$ cat src/verilog/issue_pkg.sv
/* Widths, entry counts and encodings shared by the issue slice.
   Tag 0 is reserved to mean "value present", so live ROB tags are 1 to 15. */
`default_nettype none

package issue_pkg;

    localparam int xlen             = 32;
    localparam int rob_tag_width    = 4;
    localparam int num_alu_entries  = 2; // Entries 0..1
    localparam int num_mult_entries = 2; // Entries 2..3
    localparam int num_rs           = num_alu_entries + num_mult_entries;
    localparam int mult_stages      = 3;

    typedef logic [rob_tag_width-1:0] rob_tag_t;
    typedef logic [$clog2(num_rs)-1:0] rs_idx_t; // Station entry index

    // Unit class picked at decode, fu_none blocks dispatch
    typedef enum logic [1:0] {
        fu_none,
        fu_alu,
        fu_mult
    } fu_class_e;

    typedef enum logic [2:0] {
        alu_add,
        alu_sub,
        alu_and,
        alu_or,
        alu_xor,
        alu_slt,
        alu_mul // Only ever routed to the multiplier
    } alu_op_e;

    // RV32 major opcodes that are decoded here
    typedef enum logic [6:0] {
        opc_op     = 7'b0110011, // R-type
        opc_op_imm = 7'b0010011  // I-type ALU
    } opcode_e;

    localparam logic [6:0] funct7_base = 7'b0000000;
    localparam logic [6:0] funct7_alt  = 7'b0100000; // SUB
    localparam logic [6:0] funct7_mext = 7'b0000001; // M extension

endpackage

`default_nettype wire

$ cat src/verilog/rs_issue_if.sv
/* One issued operation from the station to a unit.
   No ready: the station only raises issue_valid while the unit holds accept high. */
`timescale 1ns/1ps
`default_nettype none

interface rs_issue_if;
    import issue_pkg::*;

    logic            issue_valid;
    alu_op_e         alu_op;
    logic [xlen-1:0] opa;
    logic [xlen-1:0] opb;
    rob_tag_t        rob_tag;
    logic            accept; // Unit can take an operation this cycle

    modport station (
        output issue_valid, alu_op, opa, opb, rob_tag,
        input  accept
    );

    modport unit (
        input  issue_valid, alu_op, opa, opb, rob_tag,
        output accept
    );

endinterface

`default_nettype wire

$ cat src/verilog/fu_result_if.sv
/* Unit result toward the CDB arbiter, valid/ready.
   Valid and data stay stable until ready is seen. */
`timescale 1ns/1ps
`default_nettype none

interface fu_result_if;
    import issue_pkg::*;

    logic            valid;
    logic            ready;
    rob_tag_t        rob_tag;
    logic [xlen-1:0] value;

    modport source (output valid, rob_tag, value, input ready);
    modport sink   (input valid, rob_tag, value, output ready);

endinterface

`default_nettype wire

$ cat src/verilog/inst_decode.sv
/* Decodes ADD, SUB, AND, OR, XOR, SLT, ADDI and MUL only.
   Everything else, loads and branches included, comes out as fu_none. */
`timescale 1ns/1ps
`default_nettype none

module inst_decode (
    input  logic [issue_pkg::xlen-1:0] inst,
    output issue_pkg::fu_class_e       fu_class,
    output issue_pkg::alu_op_e         alu_op,
    output logic                       use_imm,
    output logic [issue_pkg::xlen-1:0] imm
);
    import issue_pkg::*;

    logic [2:0] funct3;
    logic [6:0] funct7;

    assign funct3 = inst[14:12];
    assign funct7 = inst[31:25];
    assign imm    = {{(xlen-12){inst[31]}}, inst[31:20]}; // I-type, sign extended

    always_comb begin
        fu_class = fu_none; // Refused unless matched below
        alu_op   = alu_add;
        use_imm  = 1'b0;
        case (inst[6:0])
            opc_op: begin
                if (funct7 == funct7_mext && funct3 == 3'b000) begin
                    fu_class = fu_mult;
                    alu_op   = alu_mul;
                end else if (funct7 == funct7_alt && funct3 == 3'b000) begin
                    fu_class = fu_alu;
                    alu_op   = alu_sub;
                end else if (funct7 == funct7_base) begin
                    fu_class = fu_alu;
                    case (funct3)
                        3'b000:  alu_op = alu_add;
                        3'b010:  alu_op = alu_slt;
                        3'b100:  alu_op = alu_xor;
                        3'b110:  alu_op = alu_or;
                        3'b111:  alu_op = alu_and;
                        default: fu_class = fu_none; // Shifts, SLTU
                    endcase
                end
            end
            opc_op_imm: begin
                if (funct3 == 3'b000) begin // ADDI only
                    fu_class = fu_alu;
                    use_imm  = 1'b1;
                end
            end
            default: fu_class = fu_none;
        endcase
    end

endmodule

`default_nettype wire

$ cat src/verilog/rs.sv
/* Fixed-class station where the low entries feed the ALU and the rest the multiplier.
   An entry stays busy after issue until the CDB broadcasts its own ROB tag. */
`timescale 1ns/1ps
`default_nettype none

module rs (
    input  logic                       clock,
    input  logic                       reset,
    input  logic                       squash,
    input  logic                       dispatch_valid,
    input  issue_pkg::fu_class_e       fu_class,
    input  issue_pkg::alu_op_e         alu_op,
    input  logic                       use_imm,
    input  logic [issue_pkg::xlen-1:0] imm,
    input  issue_pkg::rob_tag_t        dispatch_rob_tag,
    input  issue_pkg::rob_tag_t        src1_tag,
    input  logic [issue_pkg::xlen-1:0] src1_value,
    input  issue_pkg::rob_tag_t        src2_tag,
    input  logic [issue_pkg::xlen-1:0] src2_value,
    input  logic                       cdb_valid,
    input  issue_pkg::rob_tag_t        cdb_rob_tag,
    input  logic [issue_pkg::xlen-1:0] cdb_value,
    output logic                       dispatch_ready,
    rs_issue_if.station                alu_issue,
    rs_issue_if.station                mult_issue
);
    import issue_pkg::*;

    logic [num_rs-1:0] busy;
    logic [num_rs-1:0] issued;
    rob_tag_t          entry_tag [num_rs]; // Destination ROB tag
    alu_op_e           entry_op  [num_rs];
    rob_tag_t          t1        [num_rs]; // 0 once the operand is held
    rob_tag_t          t2        [num_rs];
    logic [xlen-1:0]   v1        [num_rs];
    logic [xlen-1:0]   v2        [num_rs];

    logic            alloc_fire;
    rs_idx_t         alloc_idx;
    logic            alu_found, mult_found;
    rs_idx_t         alu_sel, mult_sel;
    rob_tag_t        t1_init, t2_init;
    logic [xlen-1:0] v1_init, v2_init;
    logic            dup_tag;
    logic            early_free;

    function automatic fu_class_e entry_class(input int idx);
        return (idx < num_alu_entries) ? fu_alu : fu_mult;
    endfunction

    // Lowest free entry of the decoded class; descending loop so lowest wins
    always_comb begin
        dispatch_ready = 1'b0;
        alloc_idx      = '0;
        for (int i = num_rs - 1; i >= 0; i--) begin
            if (!busy[i] && entry_class(i) == fu_class) begin
                dispatch_ready = 1'b1;
                alloc_idx      = rs_idx_t'(i);
            end
        end
    end

    assign alloc_fire = dispatch_valid && dispatch_ready;

    // Operand capture at dispatch including a same-edge CDB hit
    always_comb begin
        t1_init = src1_tag;
        v1_init = '0;
        if (src1_tag == '0) begin
            v1_init = src1_value;
        end else if (cdb_valid && cdb_rob_tag == src1_tag) begin
            t1_init = '0;
            v1_init = cdb_value;
        end
        t2_init = src2_tag;
        v2_init = '0;
        if (use_imm) begin // ADDI ignores rs2
            t2_init = '0;
            v2_init = imm;
        end else if (src2_tag == '0) begin
            v2_init = src2_value;
        end else if (cdb_valid && cdb_rob_tag == src2_tag) begin
            t2_init = '0;
            v2_init = cdb_value;
        end
    end

    // Per-class issue of the lowest ready and unissued entry
    always_comb begin
        alu_found  = 1'b0;
        mult_found = 1'b0;
        alu_sel    = '0;
        mult_sel   = '0;
        for (int i = num_rs - 1; i >= 0; i--) begin
            if (busy[i] && !issued[i] && t1[i] == '0 && t2[i] == '0) begin
                if (entry_class(i) == fu_alu) begin
                    alu_found = 1'b1;
                    alu_sel   = rs_idx_t'(i);
                end else begin
                    mult_found = 1'b1;
                    mult_sel   = rs_idx_t'(i);
                end
            end
        end
    end

    assign alu_issue.issue_valid  = alu_found && alu_issue.accept;
    assign alu_issue.alu_op       = entry_op[alu_sel];
    assign alu_issue.opa          = v1[alu_sel];
    assign alu_issue.opb          = v2[alu_sel];
    assign alu_issue.rob_tag      = entry_tag[alu_sel];
    assign mult_issue.issue_valid = mult_found && mult_issue.accept;
    assign mult_issue.alu_op      = entry_op[mult_sel];
    assign mult_issue.opa         = v1[mult_sel];
    assign mult_issue.opb         = v2[mult_sel];
    assign mult_issue.rob_tag     = entry_tag[mult_sel];

    // Entry state
    always_ff @(posedge clock or posedge reset) begin
        if (reset) begin
            busy   <= '0;
            issued <= '0;
        end else if (squash) begin
            busy   <= '0; // Drop everything in flight
            issued <= '0;
        end else begin
            for (int i = 0; i < num_rs; i++) begin
                if (cdb_valid && busy[i] && entry_tag[i] == cdb_rob_tag) begin
                    busy[i]   <= 1'b0; // Own result broadcast
                    issued[i] <= 1'b0;
                end
            end
            if (alloc_fire) begin
                busy[alloc_idx]   <= 1'b1;
                issued[alloc_idx] <= 1'b0;
            end
            if (alu_issue.issue_valid) issued[alu_sel] <= 1'b1;
            if (mult_issue.issue_valid) issued[mult_sel] <= 1'b1;
        end
    end

    // CDB wakeup of operands with the allocation write last
    always_ff @(posedge clock) begin
        for (int i = 0; i < num_rs; i++) begin
            if (cdb_valid && t1[i] != '0 && t1[i] == cdb_rob_tag) begin
                t1[i] <= '0;
                v1[i] <= cdb_value;
            end
            if (cdb_valid && t2[i] != '0 && t2[i] == cdb_rob_tag) begin
                t2[i] <= '0;
                v2[i] <= cdb_value;
            end
        end
        if (alloc_fire) begin
            entry_tag[alloc_idx] <= dispatch_rob_tag;
            entry_op[alloc_idx]  <= alu_op;
            t1[alloc_idx]        <= t1_init;
            t2[alloc_idx]        <= t2_init;
            v1[alloc_idx]        <= v1_init;
            v2[alloc_idx]        <= v2_init;
        end
    end

    always_comb begin
        dup_tag = 1'b0;
        for (int i = 0; i < num_rs; i++)
            for (int j = i + 1; j < num_rs; j++)
                if (busy[i] && busy[j] && entry_tag[i] == entry_tag[j]) dup_tag = 1'b1;
    end

    // Broadcast of a busy entry's tag before that entry went to a unit
    always_comb begin
        early_free = 1'b0;
        for (int i = 0; i < num_rs; i++)
            if (cdb_valid && busy[i] && !issued[i] && entry_tag[i] == cdb_rob_tag)
                early_free = 1'b1;
    end

    // Only an issued entry may see its own tag on the CDB
    free_after_issue: assert property (@(posedge clock) disable iff (reset) !early_free);

    unique_busy_tags: assert property (@(posedge clock) disable iff (reset) !dup_tag);

endmodule

`default_nettype wire

$ cat src/verilog/alu_unit.sv
/* Single-cycle ALU with one result register.
   A refused result holds and accept stays low until the arbiter takes it. */
`timescale 1ns/1ps
`default_nettype none

module alu_unit (
    input  logic        clock,
    input  logic        reset,
    input  logic        squash,
    rs_issue_if.unit    issue,
    fu_result_if.source result
);
    import issue_pkg::*;

    logic            res_valid;
    rob_tag_t        res_tag;
    logic [xlen-1:0] res_value;
    logic [xlen-1:0] alu_out;

    always_comb begin
        case (issue.alu_op)
            alu_add: alu_out = issue.opa + issue.opb;
            alu_sub: alu_out = issue.opa - issue.opb;
            alu_and: alu_out = issue.opa & issue.opb;
            alu_or:  alu_out = issue.opa | issue.opb;
            alu_xor: alu_out = issue.opa ^ issue.opb;
            alu_slt: alu_out = {{(xlen-1){1'b0}}, $signed(issue.opa) < $signed(issue.opb)};
            default: alu_out = '0; // MUL never reaches here
        endcase
    end

    assign issue.accept = !res_valid || result.ready; // Empty or draining

    always_ff @(posedge clock or posedge reset) begin
        if (reset)                   res_valid <= 1'b0;
        else if (squash)             res_valid <= 1'b0;
        else if (issue.issue_valid)  res_valid <= 1'b1;
        else if (result.ready)       res_valid <= 1'b0; // Taken onto the CDB
    end

    always_ff @(posedge clock) begin
        if (issue.issue_valid) begin
            res_tag   <= issue.rob_tag;
            res_value <= alu_out;
        end
    end

    assign result.valid   = res_valid;
    assign result.rob_tag = res_tag;
    assign result.value   = res_value;

endmodule

`default_nettype wire

$ cat src/verilog/mult_pipe.sv
/* Three-stage multiplier, low 32 bits of the product only.
   Never stalls, so it relies on always winning the CDB. */
`timescale 1ns/1ps
`default_nettype none

module mult_pipe (
    input  logic        clock,
    input  logic        reset,
    input  logic        squash,
    rs_issue_if.unit    issue,
    fu_result_if.source result
);
    import issue_pkg::*;

    logic [mult_stages-1:0] stage_valid;
    rob_tag_t               stage_tag [mult_stages];
    logic [xlen-1:0]        pp_low;   // Stage 1, low halves product
    logic [xlen/2-1:0]      pp_cross; // Stage 1, cross terms mod 2^16
    logic [xlen-1:0]        sum_s2;   // Stage 2
    logic [xlen-1:0]        prod_s3;  // Stage 3

    assign issue.accept = 1'b1;

    always_ff @(posedge clock or posedge reset) begin
        if (reset)       stage_valid <= '0;
        else if (squash) stage_valid <= '0;
        else             stage_valid <= {stage_valid[mult_stages-2:0], issue.issue_valid};
    end

    always_ff @(posedge clock) begin
        stage_tag[0] <= issue.rob_tag;
        for (int i = 1; i < mult_stages; i++) stage_tag[i] <= stage_tag[i-1];
        pp_low   <= issue.opa[xlen/2-1:0] * issue.opb[xlen/2-1:0];
        pp_cross <= issue.opa[xlen/2-1:0] * issue.opb[xlen-1:xlen/2]
                  + issue.opa[xlen-1:xlen/2] * issue.opb[xlen/2-1:0];
        sum_s2   <= pp_low + {pp_cross, {(xlen/2){1'b0}}}; // High x high drops out
        prod_s3  <= sum_s2;
    end

    assign result.valid   = stage_valid[mult_stages-1];
    assign result.rob_tag = stage_tag[mult_stages-1];
    assign result.value   = prod_s3;

    // Arbiter must never back-pressure the pipe
    mult_never_refused: assert property (@(posedge clock) disable iff (reset)
        result.valid |-> result.ready);

endmodule

`default_nettype wire

$ cat src/verilog/cdb_arbiter.sv
/* Fixed priority onto the single CDB with the multiplier over the ALU.
   Purely combinational with no clock. */
`timescale 1ns/1ps
`default_nettype none

module cdb_arbiter (
    fu_result_if.sink                  alu_result,
    fu_result_if.sink                  mult_result,
    output logic                       cdb_valid,
    output issue_pkg::rob_tag_t        cdb_rob_tag,
    output logic [issue_pkg::xlen-1:0] cdb_value
);
    import issue_pkg::*;

    assign mult_result.ready = 1'b1;
    assign alu_result.ready  = !mult_result.valid; // ALU holds behind MUL

    assign cdb_valid   = mult_result.valid || alu_result.valid;
    assign cdb_rob_tag = mult_result.valid ? mult_result.rob_tag : alu_result.rob_tag;
    assign cdb_value   = mult_result.valid ? mult_result.value : alu_result.value;

endmodule

`default_nettype wire

$ cat src/verilog/issue_core_top.sv
/* Issue and execute slice, ROB and map table sit outside.
   src tag 0 means the value port already holds the operand. */
`timescale 1ns/1ps
`default_nettype none

module issue_core_top (
    input  logic                       clock,
    input  logic                       reset,
    input  logic                       squash,
    input  logic                       dispatch_valid,
    input  logic [issue_pkg::xlen-1:0] dispatch_inst,
    input  issue_pkg::rob_tag_t        dispatch_rob_tag,
    input  issue_pkg::rob_tag_t        src1_tag,
    input  logic [issue_pkg::xlen-1:0] src1_value,
    input  issue_pkg::rob_tag_t        src2_tag,
    input  logic [issue_pkg::xlen-1:0] src2_value,
    output logic                       dispatch_ready,
    output logic                       cdb_valid,
    output issue_pkg::rob_tag_t        cdb_rob_tag,
    output logic [issue_pkg::xlen-1:0] cdb_value
);
    import issue_pkg::*;

    fu_class_e       fu_class;
    alu_op_e         alu_op;
    logic            use_imm;
    logic [xlen-1:0] imm;

    rs_issue_if  alu_issue ();
    rs_issue_if  mult_issue ();
    fu_result_if alu_result ();
    fu_result_if mult_result ();

    inst_decode u_decode (
        .inst     (dispatch_inst),
        .fu_class (fu_class),
        .alu_op   (alu_op),
        .use_imm  (use_imm),
        .imm      (imm)
    );

    rs u_rs (
        .clock            (clock),
        .reset            (reset),
        .squash           (squash),
        .dispatch_valid   (dispatch_valid),
        .fu_class         (fu_class),
        .alu_op           (alu_op),
        .use_imm          (use_imm),
        .imm              (imm),
        .dispatch_rob_tag (dispatch_rob_tag),
        .src1_tag         (src1_tag),
        .src1_value       (src1_value),
        .src2_tag         (src2_tag),
        .src2_value       (src2_value),
        .cdb_valid        (cdb_valid), // Wakeup and free
        .cdb_rob_tag      (cdb_rob_tag),
        .cdb_value        (cdb_value),
        .dispatch_ready   (dispatch_ready),
        .alu_issue        (alu_issue.station),
        .mult_issue       (mult_issue.station)
    );

    alu_unit u_alu (
        .clock  (clock),
        .reset  (reset),
        .squash (squash),
        .issue  (alu_issue.unit),
        .result (alu_result.source)
    );

    mult_pipe u_mult (
        .clock  (clock),
        .reset  (reset),
        .squash (squash),
        .issue  (mult_issue.unit),
        .result (mult_result.source)
    );

    cdb_arbiter u_arb (
        .alu_result  (alu_result.sink),
        .mult_result (mult_result.sink),
        .cdb_valid   (cdb_valid),
        .cdb_rob_tag (cdb_rob_tag),
        .cdb_value   (cdb_value)
    );

endmodule

`default_nettype wire

$ cat config.mk
export PLATFORM = sky130hd
export DESIGN_NAME = issue_core_top
export DESIGN_NICKNAME = d
export VERILOG_FILES = /design/src/verilog/issue_pkg.sv /design/src/verilog/rs_issue_if.sv /design/src/verilog/fu_result_if.sv /design/src/verilog/inst_decode.sv /design/src/verilog/rs.sv /design/src/verilog/alu_unit.sv /design/src/verilog/mult_pipe.sv /design/src/verilog/cdb_arbiter.sv /design/src/verilog/issue_core_top.sv
export SDC_FILE = /design/constraint.sdc
export NUM_CORES = 2
export LEC_CHECK = 0
export ABC_CLOCK_PERIOD_IN_PS = 9390
export BUFFER_PORTS_ARGS = -buffer_cell sky130_fd_sc_hd__buf_2
export CAP_MARGIN = 10
export CORE_ASPECT_RATIO = 1.1
export CORE_MARGIN = 2
export CORE_UTILIZATION = 64
export DETAILED_ROUTE_END_ITERATION = 7
export GPL_TIMING_DRIVEN = 0
export PLACE_DENSITY_LB_ADDON = 0.08
export SETUP_SLACK_MARGIN = 0.4
export SYNTH_ARGS = -nofsm -noshare
export SYNTH_HDL_FRONTEND = slang
export SYNTH_SLANG_ARGS = --single-unit
export TNS_END_PERCENT = 50
$ cat constraint.sdc
create_clock -name clock -period 9.39 [get_ports clock]
set_input_delay 0.4695 -clock clock [delete_from_list [all_inputs] [get_ports clock]]
set_output_delay 0.4695 -clock clock [all_outputs]
set_load 0.01 [all_outputs]
# [Word-level counts from Yosys, hierarchy flattened]
# Memory sizes are Yosys's and may differ from the RTL's. A register that Yosys moved wholly into a read port is not among the register bits.
# Cells that the tools add are included.
[classes] addsub=4 n_mul=3 div=0 magnitude_cmp=7 eq_ne=30 shift=0 mux=94 bitwise_logic=8 n_reduce_logical=83
[ops] operator="$mux W32" n=6
[ops] operator="$pmux W32 S6" n=1
[ops] operator="$add A32 B32 Y32" n=2
[ops] operator="$eq A4 B4 Y1" n=14
[ops] operator="$mux W4" n=14
[ops] operator="$mux W1" n=54
[ops] operator="$logic_and A1 B1 Y1" n=49
[ops] operator="$logic_not A4 Y1" n=10
[ops] operator="$and A32 B32 Y32" n=1
[ops] operator="$lt A32 B32 Y1" n=1
[ops] operator="$mul A16 B16 Y16" n=2
[ops] operator="$mul A16 B16 Y32" n=1
[ops] operator="$or A32 B32 Y32" n=1
[ops] operator="$reduce_bool A4 Y1" n=8
[ops] operator="$sub A32 B32 Y32" n=1
[ops] operator="$xor A32 B32 Y32" n=1
[ops] operator="$mux W2" n=9
[ops] operator="$add A16 B16 Y16" n=1
[ops] operator="$eq A3 B3 Y1 const B" n=5
[ops] operator="$mux W3" n=5
[ops] operator="$eq A7 B6 Y1 const B" n=2
[ops] operator="$or A4 B4 Y4" n=3
[ops] operator="$pmux W3 S4" n=1
[ops] operator="$logic_not A1 Y1" n=10
[ops] operator="19 further kinds" n=27
[word_totals] reg_bits=156 latchBits=0 ramBits=328 mem_bits_ro=0 inputBits=112 out_inout_bits=38 elab_cells=245 memories=7
[memory_table] memory="u_rs.v1" depth=4 word_bits=32 rd=2 rd_clocked_by_memory_dff=0 write_ports=5 line="rs.sv:35" text="logic [xlen-1:0] v1 [num_rs];"
[memory_table] memory="u_rs.v2" depth=4 word_bits=32 rd=2 rd_clocked_by_memory_dff=0 write_ports=5 line="rs.sv:36" text="logic [xlen-1:0] v2 [num_rs];"
[memory_table] memory="u_rs.entry_tag" depth=4 word_bits=4 rd=6 rd_clocked_by_memory_dff=1 write_ports=1 line="rs.sv:31" text="rob_tag_t entry_tag [num_rs];"
[memory_table] memory="u_rs.t1" depth=4 word_bits=4 rd=4 rd_clocked_by_memory_dff=0 write_ports=5 line="rs.sv:33" text="rob_tag_t t1 [num_rs];"
[memory_table] memory="u_rs.t2" depth=4 word_bits=4 rd=4 rd_clocked_by_memory_dff=0 write_ports=5 line="rs.sv:34" text="rob_tag_t t2 [num_rs];"
[memory_table] memory="u_mult.stage_tag" depth=3 word_bits=4 rd=3 rd_clocked_by_memory_dff=0 write_ports=3 line="mult_pipe.sv:16" text="rob_tag_t stage_tag [mult_stages];"
[memory_table] memory="1 more memories"

# [Logic depth before layout (Yosys ltp)]
[depth] depth_word=27 ltp_mapped=35 ltp_nobuf=29

# [Cells and area by module]
# A second synthesis with hierarchy kept.
[hier_totals] cells_unflattened=4258 area_unflattened_um2=43988.4
[modules_own_cells] module="mult_pipe" instances=1 cells_each=2099 area_each_um2=19772.7 seq_area_each_um2=2557.5
[modules_own_cells] module="rs" instances=1 cells_each=1248 area_each_um2=17055.1 seq_area_each_um2=9689.3
[modules_own_cells] module="alu_unit" instances=1 cells_each=812 area_each_um2=6211.0 seq_area_each_um2=1106.1
[modules_own_cells] module="cdb_arbiter" instances=1 cells_each=44 area_each_um2=533.0 seq_area_each_um2=0.0
[modules_own_cells] module="inst_decode" instances=1 cells_each=55 area_each_um2=416.6 seq_area_each_um2=0.0

# [Worst setup path after synthesis]
# Ideal clock, no wire load.
[synth_timing] path_kind="register to register" from="mem u_rs.t1[2][3] in the netlist's numbering" to="reg u_mult.pp_cross[15]" setup_ns=0.130 arrival_ns=8.173 required_time_ns=9.260 setup_slack_ns=1.088 stages_incl_launch_ff=32 n_path_buf=7 period_less_slack_ns=8.302 path_cell_list="edfxtp_1 or3_1 nand4b_1 buf_4 buf_6 buf_6 buf_2 clkbuf_1 buf_1 a21oi_1 clkbuf_1 nand2_1 fa_1 inv_1 fa_1 fa_1 fa_1 inv_1 fa_1 fa_1 inv_1 fa_1 fa_1 xor2_1 xnor2_1 xnor2_1 xnor2_1 xnor2_1 xnor2_1 xnor2_1 xnor2_1 xnor3_1"
[synth_rtl] element="from (decl)" line="rs.sv:33"
[synth_rtl] element="to (signal assigned)" line="mult_pipe.sv:34" text="pp_cross <= issue.opa[xlen/2-1:0] * issue.opb[xlen-1:xlen/2]"
[synth_rtl] element="to (decl)" line="mult_pipe.sv:18" text="logic [xlen/2-1:0] pp_cross;"

==> metrics.md <==
| Metric | Value |
|---|---|
| Outcome | finished, violations left |
| Violated checks | DRC |
| Dominant cell type by count on the critical path | fa_1 |
| Final critical-path setup slack | around 0.52 ns |
| Main area contributors after synthesis | edfxtp_1, fa_1, ha_1 |
| First-pass GRT wire length | 217000 um |
| Final weighted congestion in routability-driven placement | 1.01 |
| Type of origin of the critical path | flop |
| Largest area contributor in the netlist | edfxtp_1 |
| Crit path largest cell delay | 0.63 ns |
| Initial antenna violation count | 18 |
| Maximum net fanout on the critical path | 10 |
| HPWL after DPL | 118000 um |
| Final Skew | around 0.04 ns |
| RSZ-0062 raised after global routing | false |
| Share of the cycle needed by the critical path after routing | 0.944 |
| Predominant post-synthesis flop cell | edfxtp_1 |
| Library cells used by synthesis | 88 |
| Kind of end point of the critical path | flop |
| Clock tree root driver cell | clkbuf_16 |
| Number of detailed-route iterations in the first pass | 8 |
| Total Nets Final | 5607 |
| Highest routing layer actually used | met5 |
| First-iteration detailed-routing DRC count | 4895 |
| Count of nets left with antenna violations after detail routing | 0 |
| Leftover overflow at the end of global routing | 0 |
| CTS sink count | between 400 and 500 |
| Data required time of the worst path | 9.89 ns |
| Count of pins on the block boundary | 150 |
| Top library cells by usage in the layout, fill and taps aside | nand2_1, inv_1, nor2_1 |
| Met2 routed wirelength | 63000 um |
| Post-layout min period | 8.87 ns |
| Area grow syn2layout | 11.1% |
| Per-cell routed wire length | 26.1 um |
| Yosys reg bits | 482 |
| CTS tree | built |
| Yosys synthesis warning count | 0 |
| Post-synthesis instance total | 4566 |
| Amount of wire on met3 after detailed routing | 21200 um |
| Endpoint arrival time on the critical path | 9.37 ns |
| Worst supply voltage drop on vdd | about 0.18 mV |
| Deepest level of the CTS H-tree | 2 |
| Max-slew headroom | 0.0739 |
| Clock latency of the later-clocked register in the worst-skew pair | ~0.66 ns |
| Worst min path class | primary input to flop |
| Slew at the pin closest to its max-slew limit | 1.35 ns |
| Netlist Area Pre-Place | 41600 sq um |
| Share of final-layout standard cells stronger than drive strength 1 | 0.0935 |
| Die width | 247 um |
| IO Port Bufs | about 140 |
| Number of flops mapped to enable cells by yosys | roughly 350 |
| Drc violations | 1 |
| Number of pins exceeding their max-slew limit in the final report | 0 |
| Site Rows | slightly below 100 |
| Buffers from clock root to sink, at most | 3 |
| Fin. Hold Viols | 0 |
| Register-to-register setup slack | 0.52 ns |
| Total power divided by cell area | a little under 100 nW/um^2 |
| Starting density of the core | 0.650 |
| Total global routing track utilization | 0.445 |
| Share of synthesized area occupied by flip-flops and latches | 0.317 |
| Placement Setup Slack | -1.38 ns |
| Inserted Clock Buffers | 51 |
| Total routed wirelength | 149000 um |
| Total vias in the final route | around 36k |
| Max frequency | around 110 MHz |
| Number of global-route vias before repair | 35.5k |
| Clock transition time at the flip-flop clock pins of the worst setup and hold paths | 0.06 ns |
| Layout Utilization | 0.722 |
| Area fraction of the dominant cell type after synthesis | 0.250 |
| Static Leakage | roughly 21 nW |
| Area of the core | 64000 sq um |
| Synthesized area per cell | around 9.1 sq um |
| Category of the most critical setup path | flop to flop |
| Post-route total power | roughly 0.0046 W |
| Post-Synthesis Net Count | 5365 |
| Crit path max-delay cell type | clkbuf_1 |
| Most frequent standard cell in the layout excluding fill and tap cells | nand2_1 |
| Routed length on met1 | 52500 um |
| Final setup vio count | 0 |
| Vias per cell | 6.34 |
| Vertical die dimension | 271 um |
| Max capacitance violation total | 0 |
| Maximum number of pins on one net before global-route repair | 30 |
| Synth async-reset ratio | 0.0249 |
| Total die area | 67000 sq um |
-- critical path: cells and delay by family, from the launching register on --
kind	cells	cell delay, ns
adder cells (fa/ha/maj)	8	3.94
flip-flops	1	0.45
buffers and inverters	7	1.27
XOR/XNOR	9	1.80
AO/OA/AOI/OAI	1	0.40
AND/OR/NAND/NOR	4	0.84
-- final timing paths --
path | startpoint | end | cells after the start
worst max-delay path | u_rs.t1[3][0] | u_mult.pp_cross[15] | 29
worst min-delay path | dispatch_rob_tag[3] | u_rs.entry_tag[2][3] | 1
worst max register to register | u_rs.t1[3][0] | u_mult.pp_cross[15] | 29
worst min register to register | u_mult.stage_tag[0][1] | u_mult.stage_tag[0][5] | 0
max in group asynchronous | reset | u_rs.busy[3] | 3
min in group asynchronous | reset | u_alu.result.valid | 3
-- Yosys cell counts (8+ instances only) --
cell type / number
a211oi_1: 9
a21boi_0: 9
a21o_1: 84
a21oi_1: 281
a21oi_2: 13
a22oi_1: 28
a31oi_1: 15
and2_1: 14
and3_1: 8
buf_1: 10
buf_2: 22
buf_4: 10
clkbuf_1: 174
dfrtp_1: 12
dfxtp_1: 124
edfxtp_1: 346
fa_1: 381
ha_1: 306
inv_1: 572
mux2i_1: 97
nand2_1: 700
nand2b_1: 9
nand3_1: 31
nand3b_1: 10
nand4_1: 13
nor2_1: 569
nor2b_1: 17
nor3_1: 63
nor4_1: 9
o21a_1: 8
o21ai_0: 239
o21bai_1: 22
o221ai_1: 13
o22a_1: 13
o311ai_0: 12
o31ai_1: 8
o41ai_1: 8
or2_2: 10
or3_1: 9
or4_1: 11
xnor2_1: 143
xor2_1: 35
-- power breakdown --
part	internal (W)	switching [W]	leakage, nW
Sequential	0.00229	0.0000519	4.27
Clock	0.00115	0.000926	0.836
Combinational	0.0000656	0.0000979	15.5
Total	0.00351	0.00108	20.6
-- final cells by class --
class	count	area [sq um]
Antenna cell	11	27.5
Buffer	223	1200
Clock buffer	76	1550
Clock inverter	16	155
Fill cell	4882	17800
Inverter	573	2150
Multi-Input combinational cell	3288	25700
Sequential cell	482	13200
Tap cell	841	1050
Timing Repair Buffer	189	1150
-- layer usage --
layer  track usage  up-vias
li1              -    15500
met1         0.565    17300
met3         0.150      619
met2         0.650     2724
met4         0.286       12
met5       0.00717        -
-- through the flow --
stage          cells  hold WS, ns  instance area (sq um)  setup TNS (ns)
3_5_place_dp    5572        0.312                  43700           -9.02
6_report        5699       0.0311                  46200               0
3_3_place_gp    5546        0.310                  43300           -8.21
2_1_floorplan   4566        0.310                  41600               0
5_1_grt         5688       0.0312                  46200               0
4_1_cts         5672       0.0201                  45700               0
-- sequential cells by signal, summed over array words and instances, names as in the netlist, 12 cells and up --
register / cells
u_rs.t1: 16
u_mult.sum_s2: 32
u_rs.entry_tag: 16
u_mult.pp_cross: 16
u_mult.stage_tag: 12
u_rs.v2: 128
u_mult.result.value: 32
u_alu.result.value: 32
u_mult.pp_low: 32
u_rs.v1: 128
u_rs.t2: 16
-- logic make-up after synthesis --
group / share of synthesized area
fa+ha+maj: 0.276
flops: 0.317
mux: 0.0234
xor+xnor: 0.0384
compound gates: 0.123
simple gates: 0.147
buf+inv: 0.0751
-- what timing repair did --
action / 4_1_cts / 5_1_grt
buffers inserted: 6 / 13
hold buffers: 2 / 0
hold endpoints to repair: 14 / 0
endpoints found under the setup margin: 22 / 13
pin swaps: 7 / 22
gates resized for setup: 81 / 140
Note: power is estimated with default switching activity, not from simulation.
